<file path="config.mk">
export PLATFORM = sky130hd
export DESIGN_NAME = bus_router
export DESIGN_NICKNAME = d
export VERILOG_FILES = /design/src/common/axi_pkg.sv /design/src/common/core_pkg.sv /design/src/bus_router/bus_router.sv
export SDC_FILE = /design/constraint.sdc
export NUM_CORES = 1
export LEC_CHECK = 0
export BUFFER_PORTS_ARGS = -buffer_cell sky130_fd_sc_hd__buf_2
export CELL_PAD_IN_SITES_DETAIL_PLACEMENT = 0
export CELL_PAD_IN_SITES_GLOBAL_PLACEMENT = 2
export CORE_AREA = 2 2 210 212
export CTS_BUF_LIST = sky130_fd_sc_hd__clkbuf_2
export DETAILED_ROUTE_END_ITERATION = 16
export DIE_AREA = 0 0 212 214
export PLACE_DENSITY_LB_ADDON = 0.1
export SYNTH_ARGS = -nofsm -noshare
export SYNTH_HDL_FRONTEND = slang
export SYNTH_SLANG_ARGS = --single-unit
</file>
<file path="constraint.sdc">
create_clock -name aclk -period 4.87 [get_ports aclk]
set_input_delay 0.7305 -clock aclk [delete_from_list [all_inputs] [get_ports aclk]]
set_output_delay 0.7305 -clock aclk [all_outputs]
set_load 0.01 [all_outputs]
</file>
<file path="src/common/axi_pkg.sv">
package axi_pkg;

    typedef enum logic [1:0] {
        OKAY   = 2'b00,
        EXOKAY = 2'b01,
        SLVERR = 2'b10,
        DECERR = 2'b11
    } resp_t;

    // write address
    typedef struct packed {
        logic [31:0] addr;
        logic [2:0]  prot;
    } aw_t;

    // write data, one strobe bit per byte lane
    typedef struct packed {
        logic [31:0] data;
        logic [3:0]  strb;
    } w_t;

    typedef struct packed {
        resp_t resp;
    } b_t;

    // read address
    typedef struct packed {
        logic [31:0] addr;
        logic [2:0]  prot;
    } ar_t;

    typedef struct packed {
        logic [31:0] data;
        resp_t       resp;
    } r_t;

endpackage

</file>
<file path="src/common/core_pkg.sv">
package core_pkg;

    // memory map
    localparam logic [31:0] CODE_BASE = 32'h0000_1000;
    localparam logic [31:0] CODE_SIZE = 32'h0000_0400;
    localparam logic [31:0] DATA_BASE = 32'h0000_2000;
    localparam logic [31:0] DATA_SIZE = 32'h0000_0400;
    localparam logic [31:0] MMIO_BASE = 32'h8000_0000; // everything above is mmio

    // ram depths in 32-bit words
    localparam int CODE_WORDS = 256;
    localparam int DATA_WORDS = 256;

    // mmio register offsets
    localparam logic [31:0] MMIO_OUT     = 32'h0;
    localparam logic [31:0] MMIO_IN      = 32'h4;
    localparam logic [31:0] MMIO_SCRATCH = 32'h8;

    localparam int GPIO_WIDTH = 8;

endpackage

</file>
<file path="src/bus_router/bus_router.sv">
module bus_router (
    input  logic         aclk,
    input  logic         rst,
    // master side
    input  logic         cache_awvalid,
    output logic         cache_awready,
    input  axi_pkg::aw_t cache_aw,
    input  logic         cache_wvalid,
    output logic         cache_wready,
    input  axi_pkg::w_t  cache_w,
    output logic         cache_bvalid,
    input  logic         cache_bready,
    output axi_pkg::b_t  cache_b,
    input  logic         cache_arvalid,
    output logic         cache_arready,
    input  axi_pkg::ar_t cache_ar,
    output logic         cache_rvalid,
    input  logic         cache_rready,
    output axi_pkg::r_t  cache_r,
    // code ram, no read channels
    output logic         code_awvalid,
    input  logic         code_awready,
    output axi_pkg::aw_t code_aw,
    output logic         code_wvalid,
    input  logic         code_wready,
    output axi_pkg::w_t  code_w,
    input  logic         code_bvalid,
    output logic         code_bready,
    input  axi_pkg::b_t  code_b,
    // data ram
    output logic         data_awvalid,
    input  logic         data_awready,
    output axi_pkg::aw_t data_aw,
    output logic         data_wvalid,
    input  logic         data_wready,
    output axi_pkg::w_t  data_w,
    input  logic         data_bvalid,
    output logic         data_bready,
    input  axi_pkg::b_t  data_b,
    output logic         data_arvalid,
    input  logic         data_arready,
    output axi_pkg::ar_t data_ar,
    input  logic         data_rvalid,
    output logic         data_rready,
    input  axi_pkg::r_t  data_r,
    // mmio registers
    output logic         mmio_awvalid,
    input  logic         mmio_awready,
    output axi_pkg::aw_t mmio_aw,
    output logic         mmio_wvalid,
    input  logic         mmio_wready,
    output axi_pkg::w_t  mmio_w,
    input  logic         mmio_bvalid,
    output logic         mmio_bready,
    input  axi_pkg::b_t  mmio_b,
    output logic         mmio_arvalid,
    input  logic         mmio_arready,
    output axi_pkg::ar_t mmio_ar,
    input  logic         mmio_rvalid,
    output logic         mmio_rready,
    input  axi_pkg::r_t  mmio_r
);

    typedef enum logic [1:0] {NONE, CODE, DATA, MMIO} target_t;

    target_t wr_sel; // live decode of awaddr
    target_t rd_sel;
    target_t wr_tgt; // held until the response transfer
    target_t rd_tgt;
    logic    wr_busy;
    logic    rd_busy;

    function automatic target_t decode(input logic [31:0] addr);
        if (addr >= core_pkg::CODE_BASE && addr < core_pkg::CODE_BASE + core_pkg::CODE_SIZE)
            return CODE;
        else if (addr >= core_pkg::DATA_BASE && addr < core_pkg::DATA_BASE + core_pkg::DATA_SIZE)
            return DATA;
        else if (addr >= core_pkg::MMIO_BASE)
            return MMIO;
        else
            return NONE;
    endfunction

    assign wr_sel = decode(cache_aw.addr);
    assign rd_sel = decode(cache_ar.addr);

    // forwarded addresses are region relative
    always_comb begin
        code_aw      = cache_aw;
        code_aw.addr = cache_aw.addr - core_pkg::CODE_BASE;
        data_aw      = cache_aw;
        data_aw.addr = cache_aw.addr - core_pkg::DATA_BASE;
        mmio_aw      = cache_aw;
        mmio_aw.addr = cache_aw.addr - core_pkg::MMIO_BASE;
        data_ar      = cache_ar;
        data_ar.addr = cache_ar.addr - core_pkg::DATA_BASE;
        mmio_ar      = cache_ar;
        mmio_ar.addr = cache_ar.addr - core_pkg::MMIO_BASE;
    end

    assign code_w = cache_w;
    assign data_w = cache_w;
    assign mmio_w = cache_w;

    assign code_awvalid = !wr_busy && wr_sel == CODE && cache_awvalid;
    assign code_wvalid  = !wr_busy && wr_sel == CODE && cache_wvalid;
    assign data_awvalid = !wr_busy && wr_sel == DATA && cache_awvalid;
    assign data_wvalid  = !wr_busy && wr_sel == DATA && cache_wvalid;
    assign mmio_awvalid = !wr_busy && wr_sel == MMIO && cache_awvalid;
    assign mmio_wvalid  = !wr_busy && wr_sel == MMIO && cache_wvalid;
    assign data_arvalid = !rd_busy && rd_sel == DATA && cache_arvalid;
    assign mmio_arvalid = !rd_busy && rd_sel == MMIO && cache_arvalid;

    always_comb begin
        cache_awready = 1'b0;
        cache_wready  = 1'b0;
        if (!wr_busy) begin
            unique case (wr_sel)
                CODE: begin
                    cache_awready = code_awready;
                    cache_wready  = code_wready;
                end
                DATA: begin
                    cache_awready = data_awready;
                    cache_wready  = data_wready;
                end
                MMIO: begin
                    cache_awready = mmio_awready;
                    cache_wready  = mmio_wready;
                end
                default: begin // unmapped, answered here
                    cache_awready = cache_awvalid && cache_wvalid;
                    cache_wready  = cache_awvalid && cache_wvalid;
                end
            endcase
        end
    end

    always_comb begin
        cache_bvalid = 1'b0;
        cache_b      = '{resp: axi_pkg::DECERR};
        if (wr_busy) begin
            unique case (wr_tgt)
                CODE: begin
                    cache_bvalid = code_bvalid;
                    cache_b      = code_b;
                end
                DATA: begin
                    cache_bvalid = data_bvalid;
                    cache_b      = data_b;
                end
                MMIO: begin
                    cache_bvalid = mmio_bvalid;
                    cache_b      = mmio_b;
                end
                default: cache_bvalid = 1'b1;
            endcase
        end
    end

    assign code_bready = wr_busy && wr_tgt == CODE && cache_bready;
    assign data_bready = wr_busy && wr_tgt == DATA && cache_bready;
    assign mmio_bready = wr_busy && wr_tgt == MMIO && cache_bready;

    always_comb begin
        cache_arready = 1'b0;
        if (!rd_busy) begin
            unique case (rd_sel)
                DATA:    cache_arready = data_arready;
                MMIO:    cache_arready = mmio_arready;
                default: cache_arready = cache_arvalid; // code has no bus read path
            endcase
        end
    end

    always_comb begin
        cache_rvalid = 1'b0;
        cache_r      = '{data: '0, resp: axi_pkg::DECERR};
        if (rd_busy) begin
            unique case (rd_tgt)
                DATA: begin
                    cache_rvalid = data_rvalid;
                    cache_r      = data_r;
                end
                MMIO: begin
                    cache_rvalid = mmio_rvalid;
                    cache_r      = mmio_r;
                end
                default: cache_rvalid = 1'b1;
            endcase
        end
    end

    assign data_rready = rd_busy && rd_tgt == DATA && cache_rready;
    assign mmio_rready = rd_busy && rd_tgt == MMIO && cache_rready;

    always_ff @(posedge aclk) begin
        if (rst) begin
            wr_busy <= 1'b0;
            wr_tgt  <= NONE;
            rd_busy <= 1'b0;
            rd_tgt  <= NONE;
        end else begin
            if (cache_awvalid && cache_awready) begin
                wr_busy <= 1'b1;
                wr_tgt  <= wr_sel;
            end else if (cache_bvalid && cache_bready) begin
                wr_busy <= 1'b0;
            end
            if (cache_arvalid && cache_arready) begin
                rd_busy <= 1'b1;
                rd_tgt  <= rd_sel;
            end else if (cache_rvalid && cache_rready) begin
                rd_busy <= 1'b0;
            end
        end
    end

    // one downstream response pending per direction
    assert property (@(posedge aclk) disable iff (rst)
        $onehot0({code_bvalid, data_bvalid, mmio_bvalid}) &&
        $onehot0({data_rvalid, mmio_rvalid}));

    // response held under back-pressure
    assert property (@(posedge aclk) disable iff (rst)
        cache_bvalid && !cache_bready |=> cache_bvalid && $stable(cache_b));

endmodule

</file>
==> flow_metrics.py <==
metrics = {
    "clocking": {
        "cts_sinks": 6,
        "postCtsSetupRepairBufs": 0,
        "numCtsBuffers": 3,
        "cts_hold_buf": 0,
        "htree_levels": 1,
        "clk_pin_slew_ns": 0.06,
        "clkLatencyLatePin_ns": 0.22,
        "cts_max_path_buffers": 2,
        "ctsResizeCount": 0,
        "cts_tree": "done",
        "clockRootBuffer": "clkbuf_2",
    },
    "layout": {
        "regArea_um2": 121,
        "n_fill_cell": 5096,
        "syn2layout_area_growth_pct": 23.7,
        "utilization_pct": 11.5,
        "drive_above_1_share_pct": 56.3,
        "finalInstanceArea_um2": 4930,
        "multi_input_area_um2": 2080,
        "fin_nets": 912,
    },
    "worst_setup_path": {
        "crit_path_end_kind": "output port",
        "critPathKind": "in2out",
        "cp_max_fo": 6,
        "start_kind": "primary input",
        "cp.required_ns": 4.14,
        "critPathArrivalTime_ns": 3.25,
    },
    "sta": {
        "slew-limit-headroom_pct": 29.0,
        "fmax_ghz": 0.251,
        "timing.hold.ws_ns": 0.583,
        "rsz0062_at_grt": "no",
        "worstMarginPinSlew_ns": 1.07,
        "fin_crit_ns": 3.98,
        "setup_viol": 0,
        "fin_crit_sh_pct": 81.8,
        "skew_ns": 0.0000906,
        "finalHoldViolCount": 0,
        "slew_violations": 0,
        "setup-tns-final_ns": 0,
    },
    "drt": {
        "drcViolationCount": 0,
        "viasPerCell": 3.10,
        "final_antenna_net_count": 0,
        "drt_iter0_drc": 53,
        "wl_mm": 21.3,
        "vias": 4006,
        "dr.pass1.iters": 4,
        "wire_per_inst_um": 16.5,
    },
    "synth": {
        "netlist_area_um2": 3990,
        "synth_ff_type": "dfxtp_1",
        "yosys_register_bits": 6,
        "ys_types": 52,
        "syn_nets": 768,
        "synthArstFlopShare_pct": 0,
        "yosysSeqAreaShare_pct": 3.01,
        "yosysWarnings": 0,
        "synthCells": 558,
        "synth.avg_cell_area_um2": 7.14,
        "synth_edf_count": 0,
    },
    "power": {
        "power.density_nw_per_um2": 91.2,
        "power_leakage_nw": 2.39,
        "vdd_drop_max_uv": 46.2,
    },
    "floorplanning": {
        "die_height_um": 214,
        "initial_core_util_pct": 9.30,
        "die_w_um": 212,
        "die-area_um2": 45400,
        "core_um2": 42900,
        "ios": 537,
        "rows": 76,
    },
    "grt": {
        "grt_pass1_vias": 4210,
        "antenna_found_initial": 16,
        "track_usage_pct": 8.76,
        "overflow": 0,
        "grt_start_max_net_pins": 34,
        "grt_pass1_wl_mm": 29.3,
    },
    "placed_design": {
        "dpl.hpwl_mm": 19.1,
        "port_buffers": 371,
        "routabilityCongestion": 0.667,
        "place_area_um2": 4890,
    },
    "status": {
        "status": "completed",
    },
    "job": {
        "maxCapViolCount": 0,
    },
    "min_path": {
        "holdCritPathClass": "reg2reg",
    },
}
-- cells in the final DEF, fill, tap and decap left out, drive strengths merged, types with 6 or more instances in the layout --
cell	n
a21oi	6
nand3	8
nor3	18
nor3b	6
buf	378
inv	13
nor4	14
diode	9
nand2	27
xnor2	22
xor2	29
or3	9
nor2	56
mux2i	41
dfxtp	6
ha	10
-- stage by stage --
stage | total power [mW] | std cells | setup slack (ns)
3_5_place_dp | 0.428 | 1282 | 0.771
4_1_cts | 0.465 | 1285 | 0.744
2_1_floorplan | 0.368 | 558 | 1.48
3_3_place_gp | 0.436 | 1282 | 0.769
5_1_grt | 0.490 | 1291 | 0.600
6_report | 0.450 | 1294 | 0.886
-- kinds of logic after synthesis --
logic type / count (synthesis) / share of synthesized area (%)
buf+inv: 252 / 44.9
simple gates: 170 / 21.9
xor+xnor: 51 / 11.2
flops: 6 / 3.01
mux: 41 / 10.3
compound gates: 28 / 5.59
fa+ha+maj: 10 / 3.14
-- metal layers --
| metal | global-route usage, % | vias to the layer above | share of wire, % |
|---|---|---|---|
| li1 | - | 1923 | - |
| met1 | 9.23 | 1756 | 37 |
| met2 | 15.7 | 285 | 49 |
| met3 | 4.52 | 28 | 12 |
| met4 | 1.34 | 14 | 1.4 |
| met5 | 0 | - | 0.48 |
-- synth_stat cells, types with 2 or more instances --
library cell	number	area share, %
or4_1	4	0.75
nor4_1	14	2.2
a211oi_1	2	0.38
nor3b_1	6	1.1
nor2_1	56	5.3
dfxtp_1	6	3.0
nand4_1	5	0.78
and2_1	4	0.63
ha_1	10	3.1
buf_4	224	42
mux2i_1	41	10
nor3_1	18	2.3
inv_1	13	1.2
or3_1	8	1.3
clkbuf_1	14	1.3
o21ai_0	4	0.50
nand3_1	8	1.0
nand2b_1	5	0.78
xor2_1	29	6.4
a21oi_1	6	0.75
nand2_1	27	2.5
xnor2_1	22	4.8
and3b_1	2	0.44
a21boi_0	2	0.38
-- where the power goes --
group	internal (mW)	leakage [nW]	switching [mW]
Sequential	0.0526	0.0497	0.0163
Combinational	0.154	2.33	0.192
Clock	0.0167	0.0125	0.0181
-- worst paths after layout --
check	slack [ns]	depth (start not counted)	start	to
max	0.89	9	cache_aw[22]	code_aw[34]
max reg2reg	3.07	5	rd_tgt[0]	rd_busy
min	0.58	2	wr_tgt[1]	wr_tgt[1]
min reg2reg	0.58	2	wr_tgt[1]	wr_tgt[1]
-- critical path, stage by stage --
cell and delay (ns):
buf_2 0.14, nor4_1 0.54, and2_1 0.27, nand2_1 0.11, or3_1 0.39, nor4_1 0.47, nand2_1 0.13, xnor2_1 0.28
buf_2 0.19
-- layout make-up --
cell class	instances	share of cell area [%]
Tap cell	585	14.8
Multi-Input combinational cell	300	42.2
Timing Repair Buffer	378	38.7
Inverter	13	0.989
Antenna cell	9	0.457
Clock buffer	3	0.304
Sequential cell	6	2.46
-- state kept, by name, indices dropped and copies added (netlist names) --
register and count:
rd_tgt 2, wr_tgt 2, rd_busy 1, wr_busy 1
(Power assumes the default switching activity.)
