$ cat src/common/axi_pkg.sv
package axi_pkg;

    typedef enum logic [1:0] {
        OKAY   = 2'b00,
        EXOKAY = 2'b01,
        SLVERR = 2'b10,
        DECERR = 2'b11
    } resp_t;

    // write address
    typedef struct packed {
        logic [31:0] addr;
        logic [2:0]  prot;
    } aw_t;

    // write data, one strobe bit per byte lane
    typedef struct packed {
        logic [31:0] data;
        logic [3:0]  strb;
    } w_t;

    typedef struct packed {
        resp_t resp;
    } b_t;

    // read address
    typedef struct packed {
        logic [31:0] addr;
        logic [2:0]  prot;
    } ar_t;

    typedef struct packed {
        logic [31:0] data;
        resp_t       resp;
    } r_t;

endpackage

$ cat src/common/core_pkg.sv
package core_pkg;

    // memory map
    localparam logic [31:0] CODE_BASE = 32'h0000_1000;
    localparam logic [31:0] CODE_SIZE = 32'h0000_0400;
    localparam logic [31:0] DATA_BASE = 32'h0000_2000;
    localparam logic [31:0] DATA_SIZE = 32'h0000_0400;
    localparam logic [31:0] MMIO_BASE = 32'h8000_0000; // everything above is mmio

    // ram depths in 32-bit words
    localparam int CODE_WORDS = 256;
    localparam int DATA_WORDS = 256;

    // mmio register offsets
    localparam logic [31:0] MMIO_OUT     = 32'h0;
    localparam logic [31:0] MMIO_IN      = 32'h4;
    localparam logic [31:0] MMIO_SCRATCH = 32'h8;

    localparam int GPIO_WIDTH = 8;

endpackage

$ cat src/mmio_regs.sv
module mmio_regs (
    input  logic                           aclk,
    input  logic                           rst,
    input  logic                           awvalid,
    output logic                           awready,
    input  axi_pkg::aw_t                   aw,
    input  logic                           wvalid,
    output logic                           wready,
    input  axi_pkg::w_t                    w,
    output logic                           bvalid,
    input  logic                           bready,
    output axi_pkg::b_t                    b,
    input  logic                           arvalid,
    output logic                           arready,
    input  axi_pkg::ar_t                   ar,
    output logic                           rvalid,
    input  logic                           rready,
    output axi_pkg::r_t                    r,
    input  logic [core_pkg::GPIO_WIDTH-1:0] gpio_in,
    output logic [core_pkg::GPIO_WIDTH-1:0] gpio_out
);

    logic [31:0]                     out_q;
    logic [31:0]                     scratch_q;
    logic [core_pkg::GPIO_WIDTH-1:0] in_meta;
    logic [core_pkg::GPIO_WIDTH-1:0] in_sync;
    logic [31:0]                     rd_word;
    axi_pkg::resp_t                  rd_resp;
    logic                            wr_fire;
    logic                            rd_fire;

    function automatic logic [31:0] merge(input logic [31:0] old, input axi_pkg::w_t wd);
        logic [31:0] res;
        res = old;
        for (int i = 0; i < 4; i++) begin
            if (wd.strb[i])
                res[8*i +: 8] = wd.data[8*i +: 8];
        end
        return res;
    endfunction

    assign awready  = awvalid && wvalid && !bvalid;
    assign wready   = awready;
    assign arready  = arvalid && !rvalid;
    assign wr_fire  = awvalid && awready;
    assign rd_fire  = arvalid && arready;
    assign gpio_out = out_q[core_pkg::GPIO_WIDTH-1:0];

    always_comb begin
        rd_word = '0;
        rd_resp = axi_pkg::OKAY;
        case (ar.addr)
            core_pkg::MMIO_OUT:     rd_word = out_q;
            core_pkg::MMIO_IN:      rd_word[core_pkg::GPIO_WIDTH-1:0] = in_sync;
            core_pkg::MMIO_SCRATCH: rd_word = scratch_q;
            default:                rd_resp = axi_pkg::SLVERR;
        endcase
    end

    always_ff @(posedge aclk) begin
        in_meta <= gpio_in; // two-flop synchronizer
        in_sync <= in_meta;
        if (wr_fire) begin
            if (aw.addr == core_pkg::MMIO_OUT || aw.addr == core_pkg::MMIO_SCRATCH)
                b.resp <= axi_pkg::OKAY;
            else
                b.resp <= axi_pkg::SLVERR; // includes writes to the input register
        end
        if (rd_fire) begin
            r.data <= rd_word;
            r.resp <= rd_resp;
        end
    end

    always_ff @(posedge aclk) begin
        if (rst) begin
            out_q     <= '0;
            scratch_q <= '0;
            bvalid    <= 1'b0;
            rvalid    <= 1'b0;
        end else begin
            if (wr_fire) begin
                bvalid <= 1'b1;
                if (aw.addr == core_pkg::MMIO_OUT)
                    out_q <= merge(out_q, w);
                if (aw.addr == core_pkg::MMIO_SCRATCH)
                    scratch_q <= merge(scratch_q, w);
            end else if (bready) begin
                bvalid <= 1'b0;
            end
            if (rd_fire)
                rvalid <= 1'b1;
            else if (rready)
                rvalid <= 1'b0;
        end
    end

endmodule

$ cat config.mk
export PLATFORM = sky130hd
export DESIGN_NAME = mmio_regs
export DESIGN_NICKNAME = d
export VERILOG_FILES = /design/src/common/axi_pkg.sv /design/src/common/core_pkg.sv /design/src/mmio_regs.sv
export SDC_FILE = /design/constraint.sdc
export NUM_CORES = 1
export LEC_CHECK = 0
export BUFFER_PORTS_ARGS = -buffer_cell sky130_fd_sc_hd__buf_4
export CAP_MARGIN = 0
export CORE_MARGIN = 4
export CORE_UTILIZATION = 51
export DETAILED_ROUTE_END_ITERATION = 12
export GPL_TIMING_DRIVEN = 0
export PLACE_DENSITY = 0.8
export REMOVE_ABC_BUFFERS = 1
export SLEW_MARGIN = 5
export SYNTH_ARGS = -nofsm -noshare
export SYNTH_HDL_FRONTEND = slang
export SYNTH_SLANG_ARGS = --single-unit
$ cat constraint.sdc
create_clock -name aclk -period 2.5 [get_ports aclk]
set_clock_uncertainty 0.05 [all_clocks]
set_input_delay 0.125 -clock aclk [delete_from_list [all_inputs] [get_ports aclk]]
set_output_delay 0.125 -clock aclk [all_outputs]
set_load 0.005 [all_outputs]
==> results by stage, run 1 <==
Timing:
- The number of max-slew violations in the final report is 0.
- Setup violations remaining at the end of the flow were counted as 0.
- After layout, the worst path uses between 90% and 100% of the clock period.
- The final hold violation count is 0.
- The clock period could shrink to approximately 2400 ps.
- The relative slew slack is 48.6%.
- Hold timing on the final database bottoms out at a slack of around 39 ps.
- The fmax is 0.421 GHz.
- The actual transition at the worst max-transition pin is 769 ps.

Clock tree:
- The TritonCTS clock tree is yes.
- The number of levels the H-tree was split into is 4.
- The clock passes through at most 2 buffers.
- The tree is rooted in a sky130_fd_sc_hd__clkbuf_8.
- The number of buffers inserted during clock tree synthesis is 17.
- The CTS clock-pin slew for the worst setup and hold paths is ~60 ps.
- At the later pin of the worst-skew pair, clock insertion delay measures between 500 and 600 ps.
- Counting every sink on the clock net gives approximately 120.
- The number of buffers inserted to repair setup after CTS is 0.

Setup path:
- The startpoint identified for the worst register-to-register timing path is bvalid$_SDFFE_PP0P_.
- The reg-to-reg setup timing slack is around 360 ps.
- The worst-path cell with the longest stage delay is sky130_fd_sc_hd__nor4b_2.
- Among the stages of the critical path, the cell type that occurs most often is sky130_fd_sc_hd__buf_4.
- The sort of element at the start of the critical path is an input pin.
- The data arrival time of the critical path is between 2000 and 3000 ps.
- Grouping stages by cell kind, the critical path spends the most delay in simple AND/OR/NAND/NOR gates.
- The worst register-to-register path has a depth of 5.
- The delay contributed by the slowest stage of the critical path is 760 ps.
- STA puts the critical path data required time at approximately 2900 ps.
- The endpoint identified for the worst register-to-register timing path is out_q[18]$_SDFFE_PP0P_.
- Of all nets on the critical path, the largest fanout is 5.
- The buffers plus inverters on the worst setup path is 3.
- The signal on the critical path passes through dlygate4sd3_1 > buf_4 > nor4_1 > nand4b_1 > nor4b_2 > buf_4 > mux2i_1.
- The type of destination of the critical path is a flop.
- The type of the worst setup path is in2reg.

Layout:
- Compared with the post-synthesis result, the final layout area differs by 43.8%.
- The sequential cell area is 2660 µm².
- The area used by multi-input combinational logic is around 2400 µm².
- After the last flow step, the layout net total stands at around 760.
- The share of cells above drive strength 1 is ~36%.
- The post-layout utilization of the core is between 70% and 80%.
- The repair_antennas step left the layout with diodes totalling 0.
- The filler cell count is 636.

Synth:
- The count of distinct cell types in the synthesized netlist is 33.
- The most common flop cell mapped by yosys is sky130_fd_sc_hd__dfxtp_1.
- Of all flip-flops after synthesis, the portion carrying an async set or reset was 0%.
- The synthesized design contains around 120 register bits.
- The Yosys step of the flow raised 0 warnings.
- The cell type contributing the most total cell area after synthesis is sky130_fd_sc_hd__dfxtp_1.
- Synthesis handed over a netlist of roughly 450 instances.
- The post-synthesis instance area is roughly 5200 µm².
- In this run the biggest area consumer among cell types represents between 30% and 40% of the synthesized area.
- The mean instance size in the synthesized netlist is around 12 µm².
- In the synthesized netlist, the cells that appear most often are sky130_fd_sc_hd__mux2i_1, sky130_fd_sc_hd__nand2b_1, sky130_fd_sc_hd__dfxtp_1.
- Sequential cells were found to cover between 50% and 60% of the synthesized design area.
- Sorting the synthesized cells by area gives the leading types as sky130_fd_sc_hd__dfxtp_1, sky130_fd_sc_hd__edfxtp_1, sky130_fd_sc_hd__mux2i_1, sky130_fd_sc_hd__nand2b_1, sky130_fd_sc_hd__nor2_4.
- The number of enable flip-flop cells after synthesis is 34.

Pwr:
- Power spread over the standard cell area amounts to between 600 and 700 nW/µm².
- Summed over all cells, the static leakage comes to approximately 3.2 nW.
- The maximum VDD drop is 0.372 mV.

Die:
- After floorplanning, the core was sized to cover roughly 9900 µm².
- The site row count is 36.
- The floorplan die area is roughly 12000 µm².
- For this design the top-level I/O count stands at 170.
- For this configuration, the core starts out at a cell density of 53.0%.
- The height of the chip is around 110 µm.
- The die boundary width is 109 µm.

Hold path:
- The endpoint with the worst hold slack is b[1]$_DFFE_PN_.
- The hold path startpoint is wvalid.
- Along the worst hold path, the cell count comes to 2.
- The min-delay analysis places its worst path in the category in2reg.

Routing:
- The residual antenna-violating net count after detailed routing is 0.
- The routed wirelength normalized by instance count is roughly 16 µm.
- In the routed design, unresolved DRC markers number 0.
- Detailed routing inserted a total of a little under 4000 vias.
- The iteration-0 DRC count of the detailed router is 101.
- For this block, the routed nets add up to around 13000 µm of wire.
- The routed via count divided by cell count is roughly 5.
- The first TritonRoute pass finished after 4 iterations.

Global routing:
- The number of global-route vias before repair is approximately 4200.
- The initial antenna violation count is 0.
- The pin count of the biggest net entering global routing is 99.
- Global routing finished with a remaining overflow of 0.
- The global-route usage over all layers is between 20% and 30%.
- The first global-routing pass estimated 20000 µm of wire.

Outcome:
- The run finished with clean final reports.

Place:
- Routability-driven placement finished with a final weighted congestion of 0.760.
- During placement, the flow inserted port buffers numbering about 160.
- Detailed placement ended at an HPWL of approximately 8400 µm.

Run:
- The total of max-cap violations is 0.
where the power goes:
group	switching, W	total [W]	internal [W]
clock	0.000810	0.00223	0.00142
combinational	0.000151	0.000409	0.000257
sequential	0.0000151	0.00199	0.00198
stage by stage:
step                      instances  worst slack, ps  setup TNS, ps  power, W  cell area (µm²)
final                           788              126              0   0.00464             7520
after global routing            788            -16.1          -21.7   0.00479             7520
after CTS                       788              206              0   0.00467             7510
after detailed placement        709              102              0   0.00238             6490
after global placement          703             -947         -56730   0.00237             6380
after floorplan                 409             29.0              0   0.00213             5010
per-layer routing:
| layer | track usage [%] | vias to the layer above | routed length, µm |
|---|---|---|---|
| li1 | - | 1942 | - |
| met1 | 24.7 | 1870 | 5060 |
| met2 | 40.7 | 127 | 6810 |
| met3 | 5.70 | 16 | 825 |
| met4 | 8.37 | 0 | 187 |
| met5 | 0 | - | 0 |
state kept, by name, indices dropped and copies added, names as in the netlist:
register   cells
out_q         32
r             33
rvalid         1
b              1
scratch_q     32
in_sync        8
bvalid         1
in_meta        8
how the worst max path moves through the flow:
stage                             start                endpoint  cells past startpoint
floorplan           bvalid$_SDFFE_PP0P_   out_q[0]$_SDFFE_PP0P_                      4
global route                     aw[17]  out_q[23]$_SDFFE_PP0P_                      7
detailed placement                aw[8]  out_q[23]$_SDFFE_PP0P_                      6
global placement                 aw[16]   out_q[4]$_SDFFE_PP0P_                      5
CTS                              aw[17]  out_q[18]$_SDFFE_PP0P_                      7
finish                           aw[17]  out_q[18]$_SDFFE_PP0P_                      7
cell type report:
type | count | share of cell area (%)
multi-input cells | 292 | 31.7
repair buffers | 214 | 23.3
inverters | 1 | 0.0499
clock inverters | 12 | 1.51
well taps | 133 | 2.21
flip-flops and latches | 116 | 35.4
clock buffers | 20 | 5.79
logic make-up after synthesis:
group                  count (synthesis)  share of synthesized area (%)
other                                  1                         0.0717
flip-flops                           116                           50.9
AO/OA/AOI/OAI                         10                           1.00
AND/OR/NAND/NOR                      184                           25.3
buffers and inverters                 38                           4.42
multiplexers                          96                           18.4
repair_timing:
action                     4_1_cts  5_1_grt
resized for setup                0        1
hold endpoints to repair        76        0
hold buffers                    47        0
setup endpoints to repair        0        1
layout by cell type, fill, tap and decap left out, types with 2 or more instances in the layout:
| master | n |
|---|---|
| sky130_fd_sc_hd__edfxtp_1 | 34 |
| sky130_fd_sc_hd__buf_4 | 165 |
| sky130_fd_sc_hd__nor4_2 | 4 |
| sky130_fd_sc_hd__nand4_2 | 2 |
| sky130_fd_sc_hd__nor4_1 | 10 |
| sky130_fd_sc_hd__nand2_1 | 2 |
| sky130_fd_sc_hd__clkbuf_16 | 16 |
| sky130_fd_sc_hd__a21oi_1 | 9 |
| sky130_fd_sc_hd__nor2_1 | 17 |
| sky130_fd_sc_hd__clkinv_2 | 7 |
| sky130_fd_sc_hd__nand4_4 | 4 |
| sky130_fd_sc_hd__mux2i_1 | 96 |
| sky130_fd_sc_hd__and3b_1 | 2 |
| sky130_fd_sc_hd__nor4b_2 | 3 |
| sky130_fd_sc_hd__dfxtp_1 | 82 |
| sky130_fd_sc_hd__nor2_4 | 20 |
| sky130_fd_sc_hd__clkbuf_1 | 2 |
| sky130_fd_sc_hd__clkinvlp_4 | 2 |
| sky130_fd_sc_hd__bufinv_16 | 2 |
| sky130_fd_sc_hd__nand2b_1 | 96 |
| sky130_fd_sc_hd__nor3_1 | 8 |
| sky130_fd_sc_hd__dlygate4sd3_1 | 47 |
| sky130_fd_sc_hd__clkbuf_8 | 2 |
| sky130_fd_sc_hd__and2_1 | 4 |
| sky130_fd_sc_hd__conb_1 | 2 |
| sky130_fd_sc_hd__nand4_1 | 2 |
Note: power is estimated with default switching activity, not from simulation.
==> run 2: changes to the inputs <==
==> constraint.sdc (replaced) <==
create_clock -name aclk -period 2.69 [get_ports aclk]
set_clock_uncertainty 0.05 [all_clocks]
set_input_delay 0.1345 -clock aclk [delete_from_list [all_inputs] [get_ports aclk]]
set_output_delay 0.1345 -clock aclk [all_outputs]
set_load 0.005 [all_outputs]
==> run 2 against run 1 <==
  * Worst hold slack better by 9.7 ps
  * Clock power is 7% lower
  * Die area stayed put
  * Non-clock buffer count stayed put
  * Setup slack better by 130 ps
  * Highest routed layer unchanged
  * Combinational power is 7.3% lower
  * Final cell count stayed put
  * Register-to-register slack better by 60 ps
  * Power is 7.1% lower
  * First-iteration DRC count is 5.9% lower
  * Largest power group unchanged
  * Sequential power is 7% lower
  * Routed wire length is 0.12% higher
==> results by stage, run 2 (synthesized netlist as in run 1, its figures left out) <==
Outcome:
- Outcome: finished, final reports clean (unchanged).

Die:
- The initial core utilization is 53.0% (unchanged).
- The site row count is 36 (unchanged).
- The height of the chip is 109 µm (unchanged).
- The number of top-level pins is 170 (unchanged).
- The die boundary width was 109 µm (unchanged).
- The floorplan die area is 11900 µm² (unchanged).
- The core outline area is 9860 µm² (unchanged).

Clock tree:
- The total clock sinks was 116 (unchanged).
- The number of buffers inserted during clock tree synthesis was 17 (unchanged).
- The number of levels the H-tree was split into is 4 (unchanged).
- The number of buffers inserted to repair setup after CTS is 0 (unchanged).
- The TritonCTS clock tree is yes (unchanged).
- The clock tree buffer depth is 2 (unchanged).
- The CTS clock-pin slew for the worst setup and hold paths came to 60 ps (about the same).
- The cell at the root of the clock tree is sky130_fd_sc_hd__clkbuf_8 (unchanged).
- The hold buffer count at CTS was 47 (unchanged).
- The number of gates resized after cts is 0 (unchanged).
- The clock latency on the worst-skew pair is 510 ps (about the same).

Timing:
- The accumulated negative setup slack came to 0 ps (unchanged).
- The count of endpoints failing setup in the final report was 0 (unchanged).
- The smallest setup slack after layout was 255 ps (was 126 ps).
- The fmax is roughly 0.41 GHz.
- The relative slew slack was 48.4% (was 48.6%).
- The actual transition at the worst max-transition pin is 772 ps (was 769 ps).
- Counting I/O delays and the setup requirement, the final critical path takes 2440 ps.
- The final hold violation count is 0 (unchanged).
- The post-route clock period utilization is 90.5%.
- Setup repair after global routing left no endpoint under its margin.
- The number of max-slew violations in the final report came to 0 (unchanged).

Global routing:
- The initial antenna violation count is 0 (unchanged).
- The number of global-route vias before repair is 4164 (unchanged).
- The total congestion overflow after global routing was 0 (unchanged).
- The pin count of the biggest net entering global routing is 99 (unchanged).
- The global-route usage over all layers is 22.2% (unchanged).
- The wire length of the first global-routing pass is 20000 µm (unchanged).

Setup path:
- The sort of element at the start of the critical path is an input pin (unchanged).
- The type of the worst setup path is in2reg (unchanged).
- The type of destination of the critical path is a flop (unchanged).
- The required time at the endpoint of the critical path was 3060 ps (was 2880 ps).
- The depth of the worst register-to-register path is 5 (unchanged).
- The delay contributed by the slowest stage of the critical path is 740 ps (was 760 ps).
- The maximum fanout along the worst path is 5 (unchanged).
- The data arrival time of the critical path is 2810 ps (was 2760 ps).
- Worst path cell trace: dlygate4sd3_1 > buf_4 > nor4_1 > nand4b_1 > nor4b_2 > buf_4 > mux2i_1 (unchanged).
- The worst-path cell with the longest stage delay is sky130_fd_sc_hd__nor4b_2 (unchanged).
- The cell seen most often among critical-path stages is sky130_fd_sc_hd__buf_4 (unchanged).

Routing:
- The via count of the routed design is 3947 (was 3955).
- The routed wirelength normalized by instance count was 16.4 µm (about the same).
- The residual antenna-violating net count after detailed routing is 0 (unchanged).
- The DRC violation count after routing is 0 (unchanged).
- The iteration-0 DRC count of the detailed router is 95 (was 101).
- The total routed wirelength is 12900 µm (about the same).
- The detailed-routing iteration count for the pre-antenna-repair pass is 4 (unchanged).
- The routed via count divided by cell count was 5.01 (was 5.02).

Layout:
- The sequential cell area came to 2660 µm² (unchanged).
- The final cell count without fillers came to 788 (unchanged).
- Largest registers in the final layout: r x33, out_q x32, scratch_q x32 (unchanged).
- The share of cells above drive strength 1 is 35.6% (unchanged).
- The area used by multi-input combinational logic is 2380 µm² (about the same).
- The area growth from synthesis to layout came to 43.6% (was 43.8%).
- The antenna diode instance count is 0 (unchanged).
- The filler cell count is 634 (was 636).
- The leading cell type in the layout, fill and taps excluded is sky130_fd_sc_hd__buf_4 (unchanged).
- The flip-flop count of the largest register after layout is 33 (unchanged).
- The post-route cell area was 7510 µm² (was 7520 µm²).
- The count of nets after finishing is 763 (unchanged).
- The register containing the most flip-flops in the final layout is r (unchanged).
- Top library cells by usage in the layout, fill and taps aside: sky130_fd_sc_hd__buf_4, sky130_fd_sc_hd__mux2i_1, sky130_fd_sc_hd__nand2b_1 (unchanged).

Place:
- The half-perimeter wire length after placement is 8400 µm (unchanged).
- The count of port buffers added during placement came to 161 (unchanged).
- The post-placement cell area is 6490 µm² (unchanged).
- The final estimated routing congestion in global placement is 0.760 (unchanged).
- The setup slack after placement is 283 ps (was 102 ps).
- The instance count after placement with tap cells included was 709 (unchanged).

Pwr:
- The proportion of power drawn by flip-flops and latches is 43.0% (about the same).
- The combinational share of power is 8.8% (about the same).
- The switching power summed over all nets is 0.000905 W (was 0.000976 W).
- The leakage component of the power was 3.19 nW (was 3.21 nW).
- The power share of the clock group is 48.2% (about the same).
- The overall power after layout is 0.00431 W (was 0.00464 W).
- The internal portion of total power is 0.00340 W (was 0.00366 W).
- The maximum VDD drop was 0.346 mV (was 0.372 mV).
- The power per standard cell area came to 573 nW/µm² (was 616 nW/µm²).
- The switching fraction of total power is 21.0% (was 21.1%).

Hold path:
- The number of instances on the worst hold path is 2 (unchanged).
- The class of the worst hold path is in2reg (unchanged).

Run:
- The total of max-cap violations was 0 (unchanged).
## run 2: layout make-up
class,count,area share [%]
Clock inverter,12,1.52
Timing Repair Buffer,214,23.4
Tap cell,133,2.21
Multi-Input combinational cell,292,31.6
Sequential cell,116,35.4
Inverter,1,0.0500
Clock buffer,20,5.79
## run 2: worst max-delay path: cells and delay by family
family	cells	cell delay (ps)
multiplexers	1	280
AND/OR/NAND/NOR	3	1410
buffers and inverters	3	980
## run 2: power groups by stage
stage / Combinational, W / Sequential (W) / Clock [W]
CTS: 0.000379 / 0.00185 / 0.00210
global placement: 0.000309 / 0.00189 / 0
floorplan: 0.0000865 / 0.00189 / 0
detailed placement: 0.000324 / 0.00189 / 0
finish: 0.000379 / 0.00185 / 0.00207
global route: 0.000408 / 0.00186 / 0.00219
## run 2: metrics by stage
step / util (%) / hold slack [ps]
floorplan: - / 112
global placement: 64.7 / 189
detailed placement: 65.8 / 190
CTS: 76.2 / 19.1
global route: 76.2 / 70.5
finish: 76.2 / 48.5
## run 2: path summary, 6_finish.rpt
check,from,endpoint,slack (ps)
worst max register to register,bvalid$_SDFFE_PP0P_,out_q[4]$_SDFFE_PP0P_,420
worst min register to register,in_meta[3]$_DFF_P_,in_sync[3]$_DFF_P_,270
worst min-delay path,wvalid,b[1]$_DFFE_PN_,50
worst max-delay path,aw[17],out_q[4]$_SDFFE_PP0P_,250
## run 2: per-layer routing
metal / global-route usage [%] / routed length, µm / vias to the layer above
li1: - / - / 1940
met1: 24.7 / 5100 / 1860
met2: 40.7 / 6840 / 129
met3: 5.70 / 759 / 18
met4: 8.37 / 206 / 0
met5: 0 / 0 / -
==> run 3: changes to the inputs <==
--- a/config.mk
+++ b/config.mk
@@ -12,7 +12,6 @@
 export DETAILED_ROUTE_END_ITERATION = 12
 export GPL_TIMING_DRIVEN = 0
 export PLACE_DENSITY = 0.8
-export REMOVE_ABC_BUFFERS = 1
 export SLEW_MARGIN = 5
 export SYNTH_ARGS = -nofsm -noshare
 export SYNTH_HDL_FRONTEND = slang
==> run 3 against run 2 <==
  * Via count rose by 5.4%
  * Power rose by 3.4%
  * Critical path depth fell by 1
  * Maximum frequency rose by 9.5%
  * Combinational power rose by 4%
  * Die area did not move
  * Setup slack improved by 210 ps
  * Global-route usage rose by 1.2 points
  * Clock power rose by 7%
==> results by stage, run 3 (synthesized netlist as in run 1, its figures left out) <==
Global routing:
- The initial antenna violation count is 0 (unchanged).
- The pin count of the biggest net entering global routing is 19 (was 99).
- The global-route usage over all layers is 23.4% (was 22.2%).
- The total congestion overflow after global routing is 0 (unchanged).
- The wire length of the first global-routing pass is 21200 µm (was 20000 µm).
- The number of global-route vias before repair came to 4445 (was 4164).

Setup path:
- The data arrival time of the critical path is 2440 ps (was 2810 ps).
- The type of the worst setup path is in2reg (unchanged).
- The kind of cell adding the most delay to the critical path is buffers and inverters (was simple AND/OR/NAND/NOR gates).
- Worst path cell trace: dlygate4sd3_1 > buf_4 > nor4_1 > dlygate4sd3_1 > nand4_1 > dlygate4sd3_1 (was dlygate4sd3_1 > buf_4 > nor4_1 > nand4b_1 > nor4b_2 > buf_4 > mux2i_1).
- The sort of element at the start of the critical path is an input pin (unchanged).
- The type of destination of the critical path is a flop (unchanged).
- The delay contributed by the slowest stage of the critical path was 630 ps (was 740 ps).
- The worst-path cell with the longest stage delay is sky130_fd_sc_hd__dlygate4sd3_1 (was sky130_fd_sc_hd__nor4b_2).
- The required time at the endpoint of the critical path is 2900 ps (was 3060 ps).
- The cell seen most often among critical-path stages is sky130_fd_sc_hd__dlygate4sd3_1 (was sky130_fd_sc_hd__buf_4).
- The maximum fanout along the worst path is 3 (was 5).
- The buffers plus inverters on the worst setup path is 4 (was 3).

Timing:
- The accumulated negative setup slack is 0 ps (unchanged).
- The final hold violation count came to 0 (unchanged).
- The worst hold slack is 43.9 ps (was 48.5 ps).
- Setup repair after global routing missed its margin: false (unchanged).
- The number of max-slew violations in the final report is 0 (unchanged).
- The fmax was 0.449 GHz (was 0.411 GHz).
- The relative slew slack is 41.2% (was 48.4%).
- The post-route clock period utilization was 82.7% (was 90.5%).
- The actual transition at the worst max-transition pin is 883 ps (was 772 ps).
- The minimum clock period after layout is 2220 ps (was 2440 ps).
- The count of endpoints failing setup in the final report is 0 (unchanged).

Layout:
- The flip-flop count of the largest register after layout was 33 (unchanged).
- The area used by multi-input combinational logic is 2350 µm² (was 2380 µm²).
- The area growth from synthesis to layout was 46.8% (was 43.6%).
- The count of nets after finishing is 792 (was 763).
- Largest registers in the final layout: r x33, out_q x32, scratch_q x32 (unchanged).
- The register containing the most flip-flops in the final layout is r (unchanged).
- The share of cells above drive strength 1 is 35.7% (was 35.6%).
- The antenna diode instance count is 0 (unchanged).
- The filler cell count is 608 (was 634).
- The sequential cell area was 2660 µm² (unchanged).
- The post-route cell area is 7680 µm² (was 7510 µm²).
- Top library cells by usage in the layout, fill and taps aside: sky130_fd_sc_hd__buf_4, sky130_fd_sc_hd__mux2i_1, sky130_fd_sc_hd__nand2b_1 (unchanged).
- The leading cell type in the layout, fill and taps excluded is sky130_fd_sc_hd__buf_4 (unchanged).

Place:
- The count of port buffers added during placement is 159 (was 161).
- The post-placement cell area was 6630 µm² (was 6490 µm²).
- The final estimated routing congestion in global placement is 0.753 (was 0.760).
- The half-perimeter wire length after placement is 9290 µm (was 8400 µm).

Die:
- The site row count is 36 (unchanged).
- The die boundary width is 109 µm (unchanged).
- The initial core utilization is 53.0% (unchanged).
- The core outline area is 9860 µm² (unchanged).
- The height of the chip is 109 µm (unchanged).
- The number of top-level pins was 170 (unchanged).
- The floorplan die area is 11900 µm² (unchanged).

Clock tree:
- The TritonCTS clock tree was yes (unchanged).
- The number of levels the H-tree was split into is 4 (unchanged).
- The total clock sinks is 116 (unchanged).
- The number of buffers inserted to repair setup after CTS is 0 (unchanged).
- The clock tree buffer depth is 2 (unchanged).
- The cell at the root of the clock tree is sky130_fd_sc_hd__clkbuf_8 (unchanged).
- The hold buffer count at CTS is 46 (was 47).
- The clock latency on the worst-skew pair is 520 ps (was 510 ps).
- The CTS clock-pin slew for the worst setup and hold paths is 60 ps (about the same).
- The number of buffers inserted during clock tree synthesis was 17 (unchanged).
- The number of gates resized after cts is 0 (unchanged).

Pwr:
- The power per standard cell area is 580 nW/µm² (was 573 nW/µm²).
- The leakage component of the power came to 3.29 nW (was 3.19 nW).
- The maximum VDD drop is 0.311 mV (was 0.346 mV).

Routing:
- The total routed wirelength was 13700 µm (was 12900 µm).
- The detailed-routing iteration count for the pre-antenna-repair pass came to 4 (unchanged).
- The routed wirelength normalized by instance count was 16.7 µm (was 16.4 µm).
- The via count of the routed design is 4161 (was 3947).
- The iteration-0 DRC count of the detailed router was 146 (was 95).
- The DRC violation count after routing is 0 (unchanged).
- The residual antenna-violating net count after detailed routing is 0 (unchanged).
- The routed via count divided by cell count came to 5.09 (was 5.01).

Hold path:
- The class of the worst hold path is in2reg (unchanged).

Run:
- The total of max-cap violations is 0 (unchanged).

Outcome:
- Outcome: finished, final reports clean (unchanged).
[run 3: layout make-up]
class / count / area share (%)
flip-flops and latches: 116 / 34.7
multi-input cells: 292 / 30.6
repair buffers: 206 / 21.9
clock buffers: 18 / 5.57
plain buffers: 37 / 2.96
well taps: 133 / 2.17
clock inverters: 14 / 2.10
inverters: 1 / 0.0489
[run 3: report_power, final]
group / total [W] / internal [W] / leakage [nW] / switching [W]
clock: 0.00221 / 0.00142 / 0.278 / 0.000782
sequential: 0.00185 / 0.00184 / 0.998 / 0.0000137
combinational: 0.000393 / 0.000244 / 2.02 / 0.000149
[run 3: final timing paths]
kind	startpoint	end	slack [ps]	cells after the start
setup / recovery	aw[17]	b[1]$_DFFE_PN_	470	6
hold / removal	rst	bvalid$_SDFFE_PP0P_	40	2
setup reg to reg	bvalid$_SDFFE_PP0P_	out_q[26]$_SDFFE_PP0P_	560	6
hold reg to reg	in_meta[2]$_DFF_P_	in_sync[2]$_DFF_P_	270	0
[run 3: metal layers]
layer  routed length (µm)  share of wire (%)  track usage (%)
met5                    0                  0                0
met4                  158                1.2             7.39
met3                 1030                7.5             6.58
met2                 7080                 52             42.1
met1                 5390                 39             26.8
[run 3: per-stage QoR]
stage	power (W)	setup slack [ps]	util, %	cells
after floorplan	0.00200	314	-	446
after global placement	0.00221	-538	66.9	738
after detailed placement	0.00223	473	67.2	739
after CTS	0.00448	545	77.9	817
after global routing	0.00460	387	77.9	817
final	0.00445	465	77.9	817
[run 3: worst register-to-register path: cells and delay by family, from the launching register on]
kind	cells	cell delay, ps
muxes	1	230
and+or+nand+nor	3	860
buffers and inverters	2	580
DFF	1	330
